<file path="src/design/z80BusPkg.sv">
// Bus function codes, T-state codes and pin widths shared by every stage of the bus unit
`default_nettype none

package z80BusPkg;

    // --------------------
    // Pin widths
    // --------------------
    localparam int AddrWidth    = 16;   // A15..A0
    localparam int DataWidth    = 8;    // D7..D0
    localparam int RefreshWidth = 7;    // Counting part of the refresh address

    // --------------------
    // Cycle functions
    // --------------------
    // One code per kind of machine cycle the core can ask for
    typedef enum logic [2:0] {
        FuncFetch    = 3'd0,            // Opcode fetch, M1 cycle with refresh
        FuncMemRead  = 3'd1,            // Memory read
        FuncMemWrite = 3'd2,            // Memory write
        FuncIoRead   = 3'd3,            // Port read, one automatic wait
        FuncIoWrite  = 3'd4,            // Port write, one automatic wait
        FuncIntAck   = 3'd5             // Interrupt acknowledge fetch
    } busFuncT;

    // --------------------
    // T-states
    // --------------------
    // TwA is the automatic I/O wait, Tw1/Tw2 the two IntAck waits
    typedef enum logic [2:0] {
        TIdle = 3'd0,                   // No cycle on the bus
        T1    = 3'd1,
        T2    = 3'd2,
        TwA   = 3'd3,
        Tw1   = 3'd4,
        Tw2   = 3'd5,
        T3    = 3'd6,
        T4    = 3'd7
    } tStateT;

endpackage

`default_nettype wire

</file>
<file path="src/design/busStageIf.sv">
// One bus cycle handed from a pipeline stage to the next; upstream binds source, downstream sink
`timescale 1ns/100ps
`default_nettype none

interface busStageIf;
    import z80BusPkg::*;

    logic                 valid;        // Stage holds a live cycle
    busFuncT              func;         // Cycle function
    tStateT               tState;       // T-state as seen by this stage
    logic [AddrWidth-1:0] addr;         // Cycle address
    logic [DataWidth-1:0] wdata;        // Byte to write

    // Upstream stage owns every field
    modport source (
        output valid,
        output func,
        output tState,
        output addr,
        output wdata
    );

    // No back-pressure, the next stage only listens
    modport sink (
        input valid,
        input func,
        input tState,
        input addr,
        input wdata
    );

endinterface

`default_nettype wire

</file>
<file path="src/design/cycleLauncher.sv">
// First bus stage: takes a request pulse, holds it for the sequencer and owns the BUSRQ grant
`timescale 1ns/100ps
`default_nettype none

module cycleLauncher (
    input  wire                             setM1,      // T-state clock
    input  wire                             arstN,
    input  wire                             req,        // One-clock request pulse
    input  wire z80BusPkg::busFuncT         func,
    input  wire [z80BusPkg::AddrWidth-1:0]  addr,
    input  wire [z80BusPkg::DataWidth-1:0]  wdata,
    input  wire                             busrq,      // External bus request
    input  wire                             seqBusy,    // Sequencer holds a cycle
    input  wire                             lastState,  // Sequencer in final T-state
    output logic                            ready,      // Request would be taken
    output logic                            busack,     // Bus granted away
    busStageIf.source                       launch
);
    import z80BusPkg::*;

    logic idle;             // Nothing in flight, bus still ours
    logic accept;           // Request taken this clock
    logic take;             // Sequencer loads the held cycle
    logic sampleEn;         // BUSRQ sampling point
    logic busrqLatch;       // BUSRQ as sampled

    assign idle     = ~launch.valid & ~seqBusy & ~busack;
    assign ready    = idle & ~busrqLatch;               // Pending grant blocks requests
    assign accept   = req & ready;
    assign take     = launch.valid & (~seqBusy | lastState);
    // A request on an idle clock wins over the grant
    assign sampleEn = lastState | (idle & ~accept);

    assign launch.tState = TIdle;                       // T-states start in the sequencer

    // --------------------
    // Request holding
    // --------------------
    always_ff @(posedge setM1 or negedge arstN) begin
        if (!arstN) begin
            launch.valid <= 1'b0;
        end else if (accept) begin
            launch.valid <= 1'b1;
        end else if (take) begin
            launch.valid <= 1'b0;                       // Handed to the sequencer
        end
    end

    always_ff @(posedge setM1) begin
        if (accept) begin
            launch.func  <= func;
            launch.addr  <= addr;
            launch.wdata <= wdata;
        end
    end

    // --------------------
    // Bus grant
    // --------------------
    // BUSACK trails the sampled BUSRQ by one clock so the pins are clear first
    always_ff @(posedge setM1 or negedge arstN) begin
        if (!arstN) begin
            busrqLatch <= 1'b0;
            busack     <= 1'b0;
        end else begin
            if (busack || sampleEn) begin
                busrqLatch <= busrq;                    // Tracked every clock while granted
            end
            busack <= busrqLatch;
        end
    end

endmodule

`default_nettype wire

</file>
<file path="src/design/padLatch.sv">
// Fourth bus stage: address and data pad latches, refresh counter, read data return and done
`timescale 1ns/100ps
`default_nettype none

module padLatch (
    input  wire                             setM1,
    input  wire                             arstN,
    busStageIf.sink                         pin,
    input  wire                             addrWe,
    input  wire                             refreshSel,
    input  wire                             dataOeRaw,
    input  wire                             dataCapture,
    input  wire                             cycleEnd,
    input  wire                             busack,
    input  wire [z80BusPkg::DataWidth-1:0]  dataIn,
    output logic [z80BusPkg::AddrWidth-1:0] addrOut,
    output logic                            addrOe,
    output logic [z80BusPkg::DataWidth-1:0] dataOut,
    output logic                            dataOe,
    output logic                            ctrlOe,
    output logic [z80BusPkg::DataWidth-1:0] rdata,      // Last read byte
    output logic                            done        // Cycle finished on the pins
);
    import z80BusPkg::*;

    logic [AddrWidth-1:0]    addrLatch;     // Address held past the cycle
    logic [RefreshWidth-1:0] refreshCnt;
    logic [DataWidth-1:0]    wdataLatch;
    logic [DataWidth-1:0]    capLatch;      // Byte sampled off the data pins
    logic                    addrLoad;
    logic                    isWrite;
    logic                    refreshEnd;    // Fetch or IntAck leaving T4

    assign addrLoad   = addrWe && pin.valid;
    assign isWrite    = (pin.func == FuncMemWrite) || (pin.func == FuncIoWrite);
    assign refreshEnd = cycleEnd && (pin.tState == T4);     // Only refresh cycles end in T4

    // --------------------
    // Pad drivers
    // --------------------
    // Latch is transparent in T1 so the address is out with the first strobe
    assign addrOut = refreshSel ? {{(AddrWidth-RefreshWidth){1'b0}}, refreshCnt}
                   : (addrLoad ? pin.addr : addrLatch);
    assign dataOut = (addrLoad && isWrite) ? pin.wdata : wdataLatch;

    // Granted bus means every driver released
    assign addrOe = ~busack;
    assign ctrlOe = ~busack;
    assign dataOe = dataOeRaw & ~busack;

    // --------------------
    // Latches
    // --------------------
    always_ff @(posedge setM1) begin
        if (addrLoad) begin
            addrLatch <= pin.addr;
        end
        if (addrLoad && isWrite) begin
            wdataLatch <= pin.wdata;
        end
        if (dataCapture) begin
            capLatch <= dataIn;         // Last clock of the capture state wins
        end
        // rdata moves only at cycle end, stable until the next done
        if (cycleEnd && !isWrite) begin
            rdata <= dataCapture ? dataIn : capLatch;
        end
    end

    always_ff @(posedge setM1 or negedge arstN) begin
        if (!arstN) begin
            refreshCnt <= '0;
            done       <= 1'b0;
        end else begin
            done <= cycleEnd;
            if (refreshEnd) begin
                refreshCnt <= refreshCnt + 1'b1;    // Wraps at 128
            end
        end
    end

endmodule

`default_nettype wire

</file>
<file path="src/design/pinControl.sv">
// Third bus stage: decodes function and T-state into registered strobes and pad-latch controls
`timescale 1ns/100ps
`default_nettype none

module pinControl (
    input  wire         setM1,
    input  wire         arstN,
    busStageIf.sink     seq,
    busStageIf.source   pin,            // Same cycle, aligned with the pins
    output logic        m1,
    output logic        mreq,
    output logic        iorq,
    output logic        rd,
    output logic        wr,
    output logic        rfsh,
    output logic        addrWe,         // Pins in T1, address pad load
    output logic        refreshSel,     // Address pads show refresh address
    output logic        dataOeRaw,      // Data pads driven, before grant gating
    output logic        dataCapture,    // Read data sampled at end of this clock
    output logic        cycleEnd        // Pins in the final T-state
);
    import z80BusPkg::*;

    logic inT1, inT2, inTwA, inTw1, inTw2, inT3, inT4;     // Decoded T-state
    logic m1Nx, mreqNx, iorqNx, rdNx, wrNx, rfshNx;        // Strobes for next clock
    logic dataOeNx, captureNx, endNx;

    assign inT1  = seq.valid && (seq.tState == T1);
    assign inT2  = seq.tState == T2;
    assign inTwA = seq.tState == TwA;
    assign inTw1 = seq.tState == Tw1;
    assign inTw2 = seq.tState == Tw2;
    assign inT3  = seq.tState == T3;
    assign inT4  = seq.tState == T4;

    // --------------------
    // Strobe table
    // --------------------
    always_comb begin
        m1Nx      = 1'b0;
        mreqNx    = 1'b0;
        iorqNx    = 1'b0;
        rdNx      = 1'b0;
        wrNx      = 1'b0;
        rfshNx    = 1'b0;
        dataOeNx  = 1'b0;
        captureNx = 1'b0;
        endNx     = 1'b0;
        case (seq.func)
            FuncFetch: begin
                m1Nx      = inT1 | inT2;
                mreqNx    = inT1 | inT2 | inT3 | inT4;   // Opcode then refresh
                rdNx      = inT1 | inT2;
                rfshNx    = inT3 | inT4;
                captureNx = inT2;                       // Opcode taken leaving T2
                endNx     = inT4;
            end
            FuncMemRead: begin
                mreqNx    = inT1 | inT2 | inT3;
                rdNx      = inT1 | inT2 | inT3;
                captureNx = inT3;
                endNx     = inT3;
            end
            FuncMemWrite: begin
                mreqNx    = inT1 | inT2 | inT3;
                wrNx      = inT2 | inT3;                // Data settles in T1 first
                dataOeNx  = inT1 | inT2 | inT3;
                endNx     = inT3;
            end
            FuncIoRead: begin
                iorqNx    = inT2 | inTwA | inT3;
                rdNx      = inT2 | inTwA | inT3;
                captureNx = inT3;
                endNx     = inT3;
            end
            FuncIoWrite: begin
                iorqNx    = inT2 | inTwA | inT3;
                wrNx      = inT2 | inTwA | inT3;
                dataOeNx  = inT1 | inT2 | inTwA | inT3;
                endNx     = inT3;
            end
            FuncIntAck: begin
                m1Nx      = inT1 | inT2 | inTw1 | inTw2;
                iorqNx    = inTw2;                      // Vector read window
                mreqNx    = inT3 | inT4;
                rfshNx    = inT3 | inT4;
                captureNx = inTw2;
                endNx     = inT4;
            end
            default: ;
        endcase
    end

    // --------------------
    // Pin registers
    // --------------------
    always_ff @(posedge setM1 or negedge arstN) begin
        if (!arstN) begin
            {m1, mreq, iorq, rd, wr, rfsh} <= '0;
            {addrWe, refreshSel, dataOeRaw, dataCapture, cycleEnd} <= '0;
            pin.valid  <= 1'b0;
            pin.tState <= TIdle;
        end else begin
            {m1, mreq, iorq, rd, wr, rfsh} <= {m1Nx, mreqNx, iorqNx, rdNx, wrNx, rfshNx};
            addrWe      <= inT1;
            refreshSel  <= rfshNx;                      // Refresh address under RFSH
            dataOeRaw   <= dataOeNx;
            dataCapture <= captureNx;
            cycleEnd    <= endNx;
            pin.valid   <= seq.valid;
            pin.tState  <= seq.tState;
        end
    end

    always_ff @(posedge setM1) begin
        pin.func  <= seq.func;
        pin.addr  <= seq.addr;
        pin.wdata <= seq.wdata;
    end

endmodule

`default_nettype wire

</file>
<file path="src/design/tStateSequencer.sv">
// Second bus stage: walks the T-states of each cycle function and stretches it on WAIT
`timescale 1ns/100ps
`default_nettype none

module tStateSequencer (
    input  wire         setM1,
    input  wire         arstN,
    input  wire         mwait,          // WAIT pin, high stretches the cycle
    busStageIf.sink     launch,
    busStageIf.source   seq,
    output logic        seqBusy,        // Any T-state but idle
    output logic        lastState       // Final T-state of the cycle
);
    import z80BusPkg::*;

    tStateT waitState;                  // Where WAIT is tested
    tStateT lastT;                      // Final state of this function
    tStateT nextState;
    logic   holdWait;                   // Repeat the current state
    logic   load;                       // Start the launched cycle in T1

    // --------------------
    // Per-function shape
    // --------------------
    always_comb begin
        case (seq.func)
            FuncIoRead,
            FuncIoWrite: waitState = TwA;
            FuncIntAck:  waitState = Tw2;
            default:     waitState = T2;        // Fetch and memory cycles
        endcase
    end

    // Fetch and IntAck carry the refresh half, so they end in T4
    assign lastT = (seq.func == FuncFetch || seq.func == FuncIntAck) ? T4 : T3;

    assign seq.valid = (seq.tState != TIdle);
    assign seqBusy   = seq.valid;
    assign lastState = seq.valid && (seq.tState == lastT);
    assign holdWait  = mwait && (seq.tState == waitState);
    assign load      = launch.valid && (!seq.valid || lastState);   // No idle clock between

    // --------------------
    // Next state
    // --------------------
    always_comb begin
        case (seq.tState)
            TIdle: nextState = TIdle;
            T1:    nextState = T2;
            T2: begin
                if (seq.func == FuncIoRead || seq.func == FuncIoWrite) begin
                    nextState = TwA;
                end else if (seq.func == FuncIntAck) begin
                    nextState = Tw1;
                end else begin
                    nextState = T3;
                end
            end
            TwA:   nextState = T3;
            Tw1:   nextState = Tw2;
            Tw2:   nextState = T3;
            T3:    nextState = (lastT == T3) ? TIdle : T4;
            T4:    nextState = TIdle;
            default: nextState = TIdle;
        endcase
        if (holdWait) begin
            nextState = seq.tState;             // Wait state, same T-state again
        end
        if (load) begin
            nextState = T1;
        end
    end

    always_ff @(posedge setM1 or negedge arstN) begin
        if (!arstN) begin
            seq.tState <= TIdle;
        end else begin
            seq.tState <= nextState;
        end
    end

    // Cycle payload follows the cycle into T1
    always_ff @(posedge setM1) begin
        if (load) begin
            seq.func  <= launch.func;
            seq.addr  <= launch.addr;
            seq.wdata <= launch.wdata;
        end
    end

endmodule

`default_nettype wire

</file>
<file path="src/design/z80BusUnit.sv">
// Top of the external bus unit: wires the launcher, sequencer, pin and pad stages to the pins
`timescale 1ns/100ps
`default_nettype none

module z80BusUnit (
    input  wire                             setM1,      // One clock per T-state
    input  wire                             arstN,
    // Core side
    input  wire                             req,
    input  wire z80BusPkg::busFuncT         func,
    input  wire [z80BusPkg::AddrWidth-1:0]  addr,
    input  wire [z80BusPkg::DataWidth-1:0]  wdata,
    output wire                             ready,
    output wire                             done,
    output wire [z80BusPkg::DataWidth-1:0]  rdata,
    // Pin side
    input  wire                             mwait,
    input  wire                             busrq,
    input  wire [z80BusPkg::DataWidth-1:0]  dataIn,
    output wire                             m1,
    output wire                             mreq,
    output wire                             iorq,
    output wire                             rd,
    output wire                             wr,
    output wire                             rfsh,
    output wire                             busack,
    output wire [z80BusPkg::AddrWidth-1:0]  addrOut,
    output wire                             addrOe,
    output wire [z80BusPkg::DataWidth-1:0]  dataOut,
    output wire                             dataOe,
    output wire                             ctrlOe
);

    // --------------------
    // Stage links
    // --------------------
    busStageIf launchToSeq ();          // Latched request
    busStageIf seqToPin ();             // Current T-state
    busStageIf pinToPad ();             // T-state one clock later

    logic seqBusy;
    logic lastState;
    logic addrWe;
    logic refreshSel;
    logic dataOeRaw;
    logic dataCapture;
    logic cycleEnd;

    cycleLauncher uLauncher (
        .setM1     (setM1),
        .arstN     (arstN),
        .req       (req),
        .func      (func),
        .addr      (addr),
        .wdata     (wdata),
        .busrq     (busrq),
        .seqBusy   (seqBusy),
        .lastState (lastState),
        .ready     (ready),
        .busack    (busack),
        .launch    (launchToSeq.source)
    );

    tStateSequencer uSequencer (
        .setM1     (setM1),
        .arstN     (arstN),
        .mwait     (mwait),
        .launch    (launchToSeq.sink),
        .seq       (seqToPin.source),
        .seqBusy   (seqBusy),
        .lastState (lastState)
    );

    pinControl uPinControl (
        .setM1       (setM1),
        .arstN       (arstN),
        .seq         (seqToPin.sink),
        .pin         (pinToPad.source),
        .m1          (m1),
        .mreq        (mreq),
        .iorq        (iorq),
        .rd          (rd),
        .wr          (wr),
        .rfsh        (rfsh),
        .addrWe      (addrWe),
        .refreshSel  (refreshSel),
        .dataOeRaw   (dataOeRaw),
        .dataCapture (dataCapture),
        .cycleEnd    (cycleEnd)
    );

    padLatch uPadLatch (
        .setM1       (setM1),
        .arstN       (arstN),
        .pin         (pinToPad.sink),
        .addrWe      (addrWe),
        .refreshSel  (refreshSel),
        .dataOeRaw   (dataOeRaw),
        .dataCapture (dataCapture),
        .cycleEnd    (cycleEnd),
        .busack      (busack),
        .dataIn      (dataIn),
        .addrOut     (addrOut),
        .addrOe      (addrOe),
        .dataOut     (dataOut),
        .dataOe      (dataOe),
        .ctrlOe      (ctrlOe),
        .rdata       (rdata),
        .done        (done)
    );

endmodule

`default_nettype wire

</file>
<file path="config.mk">
export PLATFORM = sky130hd
export DESIGN_NAME = z80BusUnit
export DESIGN_NICKNAME = d
export VERILOG_FILES = /design/src/design/z80BusPkg.sv /design/src/design/busStageIf.sv /design/src/design/cycleLauncher.sv /design/src/design/padLatch.sv /design/src/design/pinControl.sv /design/src/design/tStateSequencer.sv /design/src/design/z80BusUnit.sv
export SDC_FILE = /design/constraint.sdc
export NUM_CORES = 1
export LEC_CHECK = 0
export ABC_CLOCK_PERIOD_IN_PS = 3700
export BUFFER_PORTS_ARGS = -buffer_cell sky130_fd_sc_hd__clkbuf_2
export CORE_AREA = 4 4 83 124
export CTS_CLUSTER_DIAMETER = 80
export CTS_CLUSTER_SIZE = 28
export DETAILED_ROUTE_END_ITERATION = 6
export DIE_AREA = 0 0 87 128
export HOLD_SLACK_MARGIN = 0.06
export PLACE_DENSITY_LB_ADDON = 0.15
export SETUP_SLACK_MARGIN = 0.4
export SYNTH_ARGS = -nofsm -noshare
export SYNTH_HDL_FRONTEND = slang
export SYNTH_SLANG_ARGS = --single-unit
</file>
<file path="constraint.sdc">
create_clock -name setM1 -period 3.7 [get_ports setM1]
set_clock_uncertainty 0.2 [all_clocks]
set_input_delay 0.37 -clock setM1 [delete_from_list [all_inputs] [get_ports setM1]]
set_output_delay 0.37 -clock setM1 [all_outputs]
set_load 0.02 [all_outputs]
</file>
==> results of run 1 <==
## power by group through the flow
stage | clock network (mW) | logic (mW) | registers (mW)
2_1_floorplan | 0 | 0.975 | 2.29
3_3_place_gp | 0 | 1.25 | 2.35
3_5_place_dp | 0 | 1.27 | 2.38
4_1_cts | 1.68 | 1.31 | 2.35
5_1_grt | 1.76 | 1.42 | 2.40
6_report | 1.64 | 1.30 | 2.34
## metal layers
layer	GRT usage, %	up-vias
li1	-	1423
met1	19.6	1347
met2	29.4	97
met3	5.14	19
met4	9.27	0
met5	0	-
## layout make-up
cell class,instances,area [um^2]
Tap cell,112,140
Fill cell,613,2710
Clock inverter,8,60.1
Sequential cell,149,3740
Multi-Input combinational cell,150,1180
Antenna cell,1,2.50
Clock buffer,24,536
Timing Repair Buffer,123,808
Inverter,7,26.3
## sequential cells by signal (all words and copies together) (netlist names), 7 cells and up
name                    count
uLauncher.launch.addr      16
uPadLatch.addrLatch        16
uPinControl.pin.addr       16
uSequencer.seq.addr        16
uLauncher.launch.wdata      8
uPadLatch.capLatch          8
uPadLatch.rdata             8
uPadLatch.wdataLatch        8
uPinControl.pin.wdata       8
uSequencer.seq.wdata        8
uPadLatch.refreshCnt        7
## logic make-up after synthesis
logic type | Yosys count
AO/OA/AOI/OAI | 39
XOR/XNOR | 8
adder cells (fa/ha/maj) | 1
buffers and inverters | 21
flip-flops | 149
multiplexers | 40
AND/OR/NAND/NOR | 62
## path summary, 6_finish.rpt
check | to | cells past startpoint | slack [ps] | start
setup / recovery | uLauncher.launch.addr[11]$_DFFE_PP_ | 4 | 940 | uSequencer.seq.tState[0]$_DFFE_PN0P_
hold / removal | uPinControl.pin.wdata[3]$_DFF_P_ | 0 | 140 | uSequencer.seq.wdata[3]$_DFFE_PP_
setup reg to reg | uLauncher.launch.addr[11]$_DFFE_PP_ | 4 | 940 | uSequencer.seq.tState[0]$_DFFE_PN0P_
hold reg to reg | uPinControl.pin.wdata[3]$_DFF_P_ | 0 | 140 | uSequencer.seq.wdata[3]$_DFFE_PP_
max in group asynchronous | uPadLatch.refreshCnt[6]$_DFFE_PN0P_ | 2 | 2510 | arstN
min in group asynchronous | uPinControl.m1$_DFF_PN0_ | 2 | 340 | arstN
## metrics by stage
step                instances  area [um^2]  setup slack, ps  hold WS, ps  power, mW
floorplan                 320         5010              922         -126       3.27
global placement          504         5520             1030          125       3.60
detailed placement        504         5520              969          127       3.65
CTS                       573         6490              945          135       5.34
global route              574         6490              776          145       5.57
finish                    574         6490              944          135       5.28
## timing repair
item                                    in CTS  in global routing
hold buffers                                37                  0
endpoints found under the setup margin       0                  0
buffers inserted                             0                  0
endpoints found under the hold margin       64                  0
## worst max-delay path, delay by kind of cell (launching register included)
kind,cells,cell delay (ps)
flip-flops,1,600
AND/OR/NAND/NOR,3,1290
buffers and inverters,1,340
## cells in the final DEF (no fill, tap or decap), types with 3 or more instances in the layout
| master | instances |
|---|---|
| clkbuf_2 | 83 |
| edfxtp_1 | 62 |
| dfxtp_1 | 59 |
| mux2_2 | 40 |
| dlygate4sd3_1 | 37 |
| dfrtp_1 | 28 |
| clkbuf_16 | 20 |
| nand2_1 | 15 |
| nor2b_1 | 12 |
| nor2_1 | 11 |
| o21ai_0 | 6 |
| xnor2_1 | 5 |
| nor3_1 | 5 |
| a21oi_1 | 5 |
| inv_1 | 5 |
| nand2b_1 | 4 |
| clkinv_4 | 4 |
| o22ai_1 | 3 |
| buf_4 | 3 |
==> impl_results.md, run 1 <==
- Psw: 1.57 mW
- Slowest cell delay on critical path: 660 ps
- First-pass iteration count of the detailed router: 4
- Dpl hpwl: 5610 um
- Final period util: 74.5%
- Residual DRC: 0
- DR WL/cell: 15.2 um
- Top post-synthesis cells by area: edfxtp_1 37%, dfxtp_1 24%, dfrtp_1 14%, mux2_2 9.0%, nor2b_1 1.5%
- Synth Area in Compound Gates: 5.71%
- Post-route ant nets: 0
- Core area: 9200 um^2
- Port Buf Inserts: 83
- Initial antenna violation count: 1
- Status: complete, no violations
- Max cap viols: 0
- All-Layer GR Usage: 17.4%
- Clock share of power: 31.1%
- CTS tree: built
- WS Path Type: register to register
- Internal power: 3.72 mW
- Layout cells sized above 1: 35.6%
- EDFF count, synth: 62
- H-tree levels: 4
- GP Congestion: 0.806
- Clock transition at path regs: 60 ps
- Root Buffer: clkbuf_16
- Worst hold path type: register to register
- DRT iter0 DRCs: 148
- Async S/R FF share, synth: 18.8%
- Clock Latency Late Sink: 410 ps
- Horiz. Die Dim: 87 um
- Min Tclk post-route: 2760 ps
- Sequential power share: 44.3%
- Post-Syn Instances: 320
- Nets: 489
- YS warnings: 0
- Area share of and/or/nand/nor cells after synthesis: 6.71%
- Setup violations, final: 0
- Top Metal Used: met4
- Via-to-Cell Ratio: 5.03
- Final hold viol count: 0
- Largest buffer count on any clock path: 2
- Area growth, synth to finish: 29.9%
- Final wirelength: 8750 um
- Syn nets: 361
- Fmax: 363 MHz
- Logic pwr share: 24.5%
- Pin count of the biggest net entering global routing: 29
- Die area: 11100 um^2
- Vias post-DR: 2886
- Mux contribution to synthesized area: 9.01%
- Top cell type's share of synthesized area: 37.2%
- Vias in the first global route: 3074
- Slew margin rel.: 53.6%
- Most common cell in the synthesized netlist: edfxtp_1
- I/O pin count: 84
- Worst-Margin Slew: 697 ps
- Sequential area share after synthesis: 74.9%
- Syn avg cell area: 15.6 um^2
- Power Density: 814 nW/um^2
- Maximum VDD drop: 0.000573 V
- Mapped Area: 5000 um^2
- #FFs+latches synth: 149
- Synth Area in Adders: 0.250%
- DR WL met2: 4680 um
- Top cells by count, synth: 62 x edfxtp_1, 59 x dfxtp_1, 40 x mux2_2
- Ys flop type: edfxtp_1
- Clock sink count: 149
- Worst setup EP type: register
- Metal-1 WL: 3350 um
- RSZ-0062 raised after global routing: false
- Largest fanout on the critical path: 21
- WP data arrival: 2650 ps
- Crit-path slowest cell: or4_1
- CTS resizes: 0
- GR Overflow Total: 0
- P_leak: 2.68 nW
- Setup TNS: 0 ps
- Num CTS Buffers: 17
- Initial core utilization: 54.3%
- Row count: 43
- Crit path required time: 3590 ps
- Synth cell types: 53
- CP cell instances: or4_1 > nor3_2 > and2_1 > buf_4
- Max Slew Vio Count: 0
- Largest family of logic cells by synthesized area: multiplexers
- First-pass GRT wire length: 14500 um
- Post-Synth XOR/XNOR Area: 1.55%
- Chip height: 128 um
- Layout Utilization: 70.6%
- Wire length on met3: 471 um
- Sw frac: 29.7%
- Largest area contributor in the netlist: edfxtp_1
- Critical path startpoint category: register
Note: power is estimated with default switching activity, not from simulation.
==> inputs of run 2 (changes only) <==
--- a/config.mk
+++ b/config.mk
@@ -5,7 +5,8 @@
 export SDC_FILE = /design/constraint.sdc
 export NUM_CORES = 1
 export LEC_CHECK = 0
-export ABC_CLOCK_PERIOD_IN_PS = 3700
+export ABC_AREA = 1
+export ABC_CLOCK_PERIOD_IN_PS = 2670
 export BUFFER_PORTS_ARGS = -buffer_cell sky130_fd_sc_hd__clkbuf_2
 export CORE_AREA = 4 4 83 124
 export CTS_CLUSTER_DIAMETER = 80
==> constraint.sdc (replaced) <==
create_clock -name setM1 -period 2.67 [get_ports setM1]
set_clock_uncertainty 0.2 [all_clocks]
set_input_delay 0.267 -clock setM1 [delete_from_list [all_inputs] [get_ports setM1]]
set_output_delay 0.267 -clock setM1 [all_outputs]
set_load 0.02 [all_outputs]
==> run 2 against run 1 <==
Hold slack improved by 3.1 ps. Largest cell class unchanged. Non-clock buffer count grew 2. Utilization grew 1.1 points. Global-route usage grew 0.40 points.
==> impl_results.md, run 2 <==
- WP data arrival: 1720 ps (-930 ps)
- P_leak: 2.95 nW (+10%)
- Post-route ant nets: 0 (unchanged)
- Top cells by count, synth: 66 x nand2_1, 62 x edfxtp_1, 59 x dfxtp_1
- Power Density: 1120 nW/um^2 (+38%)
- Ys flop type: edfxtp_1
- Layout cells sized above 1: 28.0% (-7.6 points)
- Die area: 11100 um^2 (unchanged)
- Slew margin rel.: 52.9% (-0.64 points)
- Largest buffer count on any clock path: 2 (unchanged)
- Setup ws final: 482 ps (-462 ps)
- DR WL/cell: 13.7 um (-10%)
- Setup TNS: 0 ps (unchanged)
- Buf+Inv Stages, Crit Path: 1 (unchanged)
- Top post-synthesis cells by area: edfxtp_1 37%, dfxtp_1 24%, dfrtp_1 14%, nand2_1 4.9%, inv_1 3.8%
- FILL cells: 618 (+0.82%)
- Crit-path slowest cell: dfrtp_2
- Vias in the first global route: 3248 (+5.7%)
- Fmax: 457 MHz
- Met2 GRT Util: 31.0% (+1.5 points)
- Port Buf Inserts: 83 (unchanged)
- Largest family of logic cells by synthesized area: simple AND/OR/NAND/NOR gates
- Largest area contributor in the netlist: edfxtp_1
- Sequential area share after synthesis: 74.7% (-0.17 points)
- Maximum VDD drop: 0.000734 V (+28%)
- Area share of and/or/nand/nor cells after synthesis: 11.0% (+4.3 points)
- Pin count of the biggest net entering global routing: 29 (unchanged)
- Max cap viols: 0 (unchanged)
- Mux contribution to synthesized area: 3.45% (-5.6 points)
- Initial antenna violation count: 0 (-1)
- Met1 Usage GRT: 19.3% (-0.29 points)
- Max Slew Vio Count: 0 (unchanged)
- Num CTS Buffers: 17 (unchanged)
- CTS tree: built
- Worst R2R Setup Slack: 550 ps (-390 ps)
- Clock Latency Late Sink: 410 ps (about the same)
- GR Overflow Total: 0 (unchanged)
- DP Cell Count: 585 (+16%)
- I/O pin count: 84 (unchanged)
- Clock sink count: 149 (unchanged)
- Dpl hpwl: 5700 um (+1.5%)
- GR peak layer: met2
- Horiz. Die Dim: 87 um (unchanged)
- Largest fanout on the critical path: 9 (-57%)
- Via-to-Cell Ratio: 4.84 (-3.8%)
- H-tree levels: 4 (unchanged)
- Post-Syn Instances: 397 (+24%)
- DRT iter0 DRCs: 170 (+15%)
- RSZ-0062 raised after global routing: true
- Register Area: 3750 um^2 (+0.10%)
- Core area: 9200 um^2 (unchanged)
- Synth cell types: 33 (-38%)
- Fin cells: 659 (+15%)
- Post-Synth XOR/XNOR Area: 0.524% (-1.0 points)
- Synth Area in Adders: 0.250% (-0.00056 points)
- Area of the multi-input gates: 1030 um^2 (-12%)
- Syn avg cell area: 12.6 um^2 (-19%)
- First-pass GRT wire length: 15000 um (+3.8%)
- Largest delay share family, worst path: flip-flops
- EDFF count, synth: 62 (unchanged)
- Row count: 43 (unchanged)
- GP Congestion: 0.901 (+12%)
- Top cell type's share of synthesized area: 37.2% (-0.084 points)
- Async S/R FF share, synth: 18.8% (unchanged)
- First-pass iteration count of the detailed router: 4 (unchanged)
- Worst path depth: 5 (+1)
- All-Layer GR Usage: 17.8% (+0.40 points)
- Worst setup EP type: output pin
- CP cell instances: nand2_4 > mux2_2 > nand2_1 > o21ai_0 > clkbuf_2
- Slowest cell delay on critical path: 460 ps (-200 ps)
- Worst hold path type: register to register
- Final period util: 82.0%
- R2R cell count: 5 (+1)
- Root Buffer: clkbuf_16
- Area growth, synth to finish: 31.5%
- WS Path Type: register to output pin
- Nets: 575 (+18%)
- CP startpoint: uPinControl.pin.valid$_DFF_PN0_
- Mapped Area: 5010 um^2 (+0.23%)
- Commonest non-fill, non-tap cell in the layout: clkbuf_2
- Vias post-DR: 3188 (+10%)
- Dpl ws: 554 ps (-415 ps)
- Clock transition at path regs: 50 ps (about the same)
- Final wirelength: 9020 um (+3.1%)
- Final hold viol count: 0 (unchanged)
- Min Tclk post-route: 2190 ps
- Antenna cell count: 0 (-1)
- Chip height: 128 um (unchanged)
- Reg2reg start: uSequencer.seq.tState[0]$_DFFE_PN0P_
- Status: complete, no violations
- Most common cell in the synthesized netlist: nand2_1
- #FFs+latches synth: 149 (unchanged)
- Critical Path Sink: addrOut[0]
- Syn nets: 438 (+21%)
- Critical path startpoint category: register
- Synth Area in Compound Gates: 4.97% (-0.74 points)
- YS warnings: 0 (unchanged)
- Met3 GRT Util: 6.30% (+1.2 points)
- Residual DRC: 0 (unchanged)
- Worst-Margin Slew: 704 ps (+7.05 ps)
- Initial core utilization: 54.5% (+0.12 points)
- Reg2reg end: uLauncher.launch.addr[6]$_DFFE_PP_
- Commonest cells after routing, fill and taps aside: 83 x clkbuf_2, 66 x nand2_1, 62 x edfxtp_1
- Crit path required time: 2200 ps (-1390 ps)
- Setup violations, final: 0 (unchanged)
run 2: cell count changes after synthesis, moves of 4 or more:
cell	change
mux2_2	-26
nor2b_1	-12
nor3_1	-4
o21ai_0	+22
inv_1	+46
nand3_2	+4
nand2b_1	-4
nand3_1	+13
nor2_1	+12
nand2_1	+51
xnor2_1	-5
run 2: cell families (layout without fill, tap and decap cells):
logic type | after synthesis | in the layout
AO/OA/AOI/OAI | 44 | 44
adder cells (fa/ha/maj) | 1 | 1
flip-flops | 149 | 149
XOR/XNOR | 3 | 3
multiplexers | 15 | 15
buffers and inverters | 63 | 212
AND/OR/NAND/NOR | 122 | 123
run 2: worst min-delay path by stage:
| stage | startpoint | end | slack (ps) | cells past startpoint |
|---|---|---|---|---|
| floorplan | arstN | uLauncher.busack$_DFF_PN0_ | -230 | 0 |
| global placement | uSequencer.seq.wdata[5]$_DFFE_PP_ | uPinControl.pin.wdata[5]$_DFF_P_ | 120 | 0 |
| detailed placement | uSequencer.seq.addr[10]$_DFFE_PP_ | uPinControl.pin.addr[10]$_DFF_P_ | 130 | 0 |
| CTS | uSequencer.seq.addr[10]$_DFFE_PP_ | uPinControl.pin.addr[10]$_DFF_P_ | 140 | 0 |
| global route | uSequencer.seq.addr[10]$_DFFE_PP_ | uPinControl.pin.addr[10]$_DFF_P_ | 150 | 0 |
| finish | uSequencer.seq.addr[10]$_DFFE_PP_ | uPinControl.pin.addr[10]$_DFF_P_ | 140 | 0 |
run 2: timing repair:
item	CTS	global route
hold endpoints to repair	76	0
gates resized for setup	6	3
setup endpoints to repair	15	41
pin swaps	2	0
cloned	1	0
buffers inserted	2	0
hold buffers	39	0
run 2: routing by layer:
layer | routed length (um) | up-vias
met4 | 147 | 0
met5 | 0 | -
met1 | 3400 | 1484
met2 | 4910 | 106
met3 | 565 | 12
li1 | - | 1586
run 2: metrics by stage:
| step | power [mW] | hold WS, ps | cell area, um^2 | util (%) |
|---|---|---|---|---|
| after floorplan | 4.38 | -229 | 5010 | - |
| after global placement | 4.87 | 124 | 5530 | 60.1 |
| after detailed placement | 4.93 | 127 | 5530 | 60.1 |
| after CTS | 7.46 | 137 | 6590 | 71.6 |
| after global routing | 7.82 | 151 | 6590 | 71.6 |
| final | 7.40 | 138 | 6590 | 71.6 |
run 2: power by group:
part,total [mW],internal (mW),switching [mW]
registers,3.18,2.95,0.228
logic,1.79,0.629,1.16
clock network,2.43,1.59,0.848
run 2: layout make-up:
class	count	share of cell area, %
timing repair buffer	125	12.6
clock inverter	6	1.31
clock buffer	26	8.22
tap	112	2.13
inverter	55	3.19
sequential	149	56.9
multi-input combinational	186	15.7
run 2: worst reg2reg max path, stage by stage, from the launching register on:
cell	delay, ps
dfrtp_1	500
nor2_1	250
nand3_1	130
nor2_1	140
nand2_1	120
clkinvlp_4	420
==> inputs of run 3 (changes only) <==
--- a/config.mk
+++ b/config.mk
@@ -5,8 +5,8 @@
 export SDC_FILE = /design/constraint.sdc
 export NUM_CORES = 1
 export LEC_CHECK = 0
-export ABC_AREA = 1
-export ABC_CLOCK_PERIOD_IN_PS = 2670
+export ABC_AREA = 0
+export ABC_CLOCK_PERIOD_IN_PS = 2200
 export BUFFER_PORTS_ARGS = -buffer_cell sky130_fd_sc_hd__clkbuf_2
 export CORE_AREA = 4 4 83 124
 export CTS_CLUSTER_DIAMETER = 80
==> constraint.sdc (replaced) <==
create_clock -name setM1 -period 2.2 [get_ports setM1]
set_clock_uncertainty 0.2 [all_clocks]
set_input_delay 0.22 -clock setM1 [delete_from_list [all_inputs] [get_ports setM1]]
set_output_delay 0.22 -clock setM1 [all_outputs]
set_load 0.02 [all_outputs]
==> run 3 against run 2 <==
Wire length increased by 23%. Largest power group unchanged. Sequential share of layout area decreased by 5.4 points. Die area unchanged. Setup slack got worse by 500 ps. Combinational power increased by 97%. Critical endpoint is now addrOut[12]. Hold slack got worse by 46 ps. Total power increased by 36%. Cell count decreased by 7.3%. Cell area increased by 11%. Global-route usage increased by 1.4 points. Largest cell class unchanged. The run now ends with setup timing left. Clock power increased by 11%. Sequential power increased by 22%.
==> impl_results.md, run 3 (synthesis results as in run 1) <==
- Vias in the first global route: 3274 (+0.80%)
- Internal power: 7.06 mW (+37%)
- Largest fanout on the critical path: 6 (-3)
- Dpl hpwl: 6000 um (+5.4%)
- DP Area: 5640 um^2 (+2.1%)
- Port Buf Inserts: 83 (unchanged)
- Clock sink count: 149 (unchanged)
- First-pass iteration count of the detailed router: 4 (unchanged)
- Hold path cells: 3 (+3)
- Worst Hold Path EP: uLauncher.busrqLatch$_DFFE_PN0P_
- Die area: 11100 um^2 (unchanged)
- Area growth, synth to finish: 45.7%
- Final wirelength: 11100 um (+23%)
- Final hold viol count: 0 (unchanged)
- P_leak: 3.11 nW (+5.4%)
- Largest buffer count on any clock path: 2 (unchanged)
- Status: finished, violations left
- Row count: 43 (unchanged)
- R2R cell count: 6 (+1)
- Final period util: 101%
- Worst setup EP type: output pin
- All-Layer GR Usage: 19.2% (+1.4 points)
- Commonest cells after routing, fill and taps aside: 62 x edfxtp_1, 59 x dfxtp_1, 58 x clkbuf_2
- Num CTS Buffers: 17 (unchanged)
- Maximum VDD drop: 0.000922 V (+25%)
- Pin count of the biggest net entering global routing: 29 (unchanged)
- Antenna cell count: 0 (unchanged)
- Layout cells sized above 1: 45.3% (+17 points)
- WP data arrival: 1790 ps (+70 ps)
- Residual DRC: 0 (unchanged)
- Via-to-Cell Ratio: 5.20 (+7.5%)
- Initial core utilization: 54.3% (-0.12 points)
- Clock transition at path regs: 60 ps (about the same)
- Setup violations, final: 1 (+1)
- Setup TNS: -14.4 ps (-14.4 ps)
- Slew margin rel.: 51.6% (-1.3 points)
- Min Tclk post-route: 2210 ps
- DR WL/cell: 18.1 um (+32%)
- Hold Path Origin: req
- Layout Utilization: 79.2% (+7.5 points)
- Setup ws final: -14.4 ps (-496 ps)
- Vias post-DR: 3177 (-0.35%)
- Chip height: 128 um (unchanged)
- CTS tree: built
- GP Congestion: 0.781 (-13%)
- First-pass GRT wire length: 15900 um (+5.9%)
- DR WL met2: 6170 um (+26%)
- Finished Cell Area: 7280 um^2 (+11%)
- Metal-1 WL: 4040 um (+19%)
- WS Path Type: register to output pin
- DRT iter0 DRCs: 188 (+11%)
- I/O pin count: 84 (unchanged)
- Critical path startpoint category: register
- Failing checks: setup timing
- Fin cells: 611 (-7.3%)
- Clock Latency Late Sink: 410 ps (about the same)
- Worst-Margin Slew: 726 ps (+22.1 ps)
- Commonest non-fill, non-tap cell in the layout: edfxtp_1
- Worst R2R Setup Slack: 60 ps (-490 ps)
- Post-route ant nets: 0 (unchanged)
- DP Cell Count: 516 (-12%)
- Sequential power share: 38.4% (-4.5 points)
- Psw: 3.03 mW (+36%)
- Fmax: 452 MHz
- RSZ-0062 raised after global routing: true
- Clock share of power: 26.6% (-6.3 points)
- Reg2reg end: uSequencer.seq.addr[9]$_DFFE_PP_
- Logic pwr share: 35.0% (+11 points)
- Reg2reg start: uSequencer.seq.tState[0]$_DFFE_PN0P_
- Sw frac: 30.0% (-0.17 points)
- Top Metal Used: met4
- Wire length on met3: 564 um (-0.18%)
- Dpl ws: 44.2 ps (-510 ps)
- Worst hold path type: input pin to register
- Core area: 9200 um^2 (unchanged)
- H-tree levels: 4 (unchanged)
- Crit path required time: 1780 ps (-420 ps)
- Power Density: 1390 nW/um^2 (+23%)
- Nets: 527 (-8.3%)
- Horiz. Die Dim: 87 um (unchanged)
- GR Overflow Total: 0 (unchanged)
- Max Slew Vio Count: 0 (unchanged)
- Max cap viols: 0 (unchanged)
- Root Buffer: clkbuf_16
- Initial antenna violation count: 0 (unchanged)
-- run 3: cell types whose count changed in the layout (fill, tap and decap cells not counted), sizes merged, moves of 3 or more --
cell	before	now
nand2b	0	4
nand2	70	16
buf	3	58
inv	54	12
nor2	26	11
xnor2	0	6
clkbuf	109	82
nand4	5	2
and2	0	4
nor3	2	7
o21ai	29	6
mux2	15	40
nor2b	0	12
nand3	20	2
-- run 3: layout make-up --
type / instances / area [um^2]
multi-input combinational: 154 / 1450
sequential: 149 / 3750
clock inverter: 11 / 98.8
tap: 112 / 140
fill: 510 / 1920
inverter: 7 / 26.3
clock buffer: 21 / 460
timing repair buffer: 157 / 1360
-- run 3: critical path, stage by stage (launching register included) --
cell and delay (ps):
dfrtp_2 450, nand2_4 160, clkbuf_16 180, mux2_4 290, nor2b_1 140, buf_4 160
-- run 3: power groups by stage --
stage / logic (mW) / registers, mW / clock network (mW)
after CTS: 2.75 / 3.83 / 2.74
after global placement: 2.39 / 3.83 / 0
after floorplan: 1.68 / 3.86 / 0
after global routing: 3.75 / 3.92 / 2.87
final: 3.53 / 3.87 / 2.69
after detailed placement: 2.44 / 3.87 / 0
-- run 3: how the worst max path moves through the flow --
stage,from,to,slack (ps),cells past startpoint
after floorplan,uSequencer.seq.func[0]$_DFFE_PP_,uSequencer.seq.addr[0]$_DFFE_PP_,-200,3
after global placement,uSequencer.seq.tState[0]$_DFFE_PN0P_,uLauncher.launch.addr[7]$_DFFE_PP_,110,3
after detailed placement,uSequencer.seq.tState[0]$_DFFE_PN0P_,uLauncher.launch.addr[15]$_DFFE_PP_,40,3
after CTS,uPinControl.addrWe$_DFF_PN0_,dataOut[6],-50,5
after global routing,uPinControl.pin.valid$_DFF_PN0_,addrOut[12],-60,5
final,uPinControl.addrWe$_DFF_PN0_,addrOut[12],-10,5
-- run 3: timing repair --
action | 4_1_cts | 5_1_grt
cloned | 6 | 2
hold buffers | 38 | 0
pin swaps | 5 | 14
gates resized for setup | 28 | 121
endpoints found under the setup margin | 82 | 86
endpoints found under the hold margin | 73 | 0
setup buffers | 6 | 11
-- run 3: stage by stage --
step           power (mW)  hold slack (ps)
2_1_floorplan        5.54             -276
6_report             10.1             92.5
4_1_cts              9.32             79.9
3_3_place_gp         6.22             93.2
5_1_grt              10.5             94.5
3_5_place_dp         6.31              108
-- run 3: layer usage --
| layer | GRT usage, % | vias to the layer above |
|---|---|---|
| met5 | 0 | - |
| li1 | - | 1505 |
| met4 | 8.44 | 0 |
| met1 | 21.5 | 1549 |
| met2 | 33.2 | 100 |
| met3 | 5.85 | 23 |
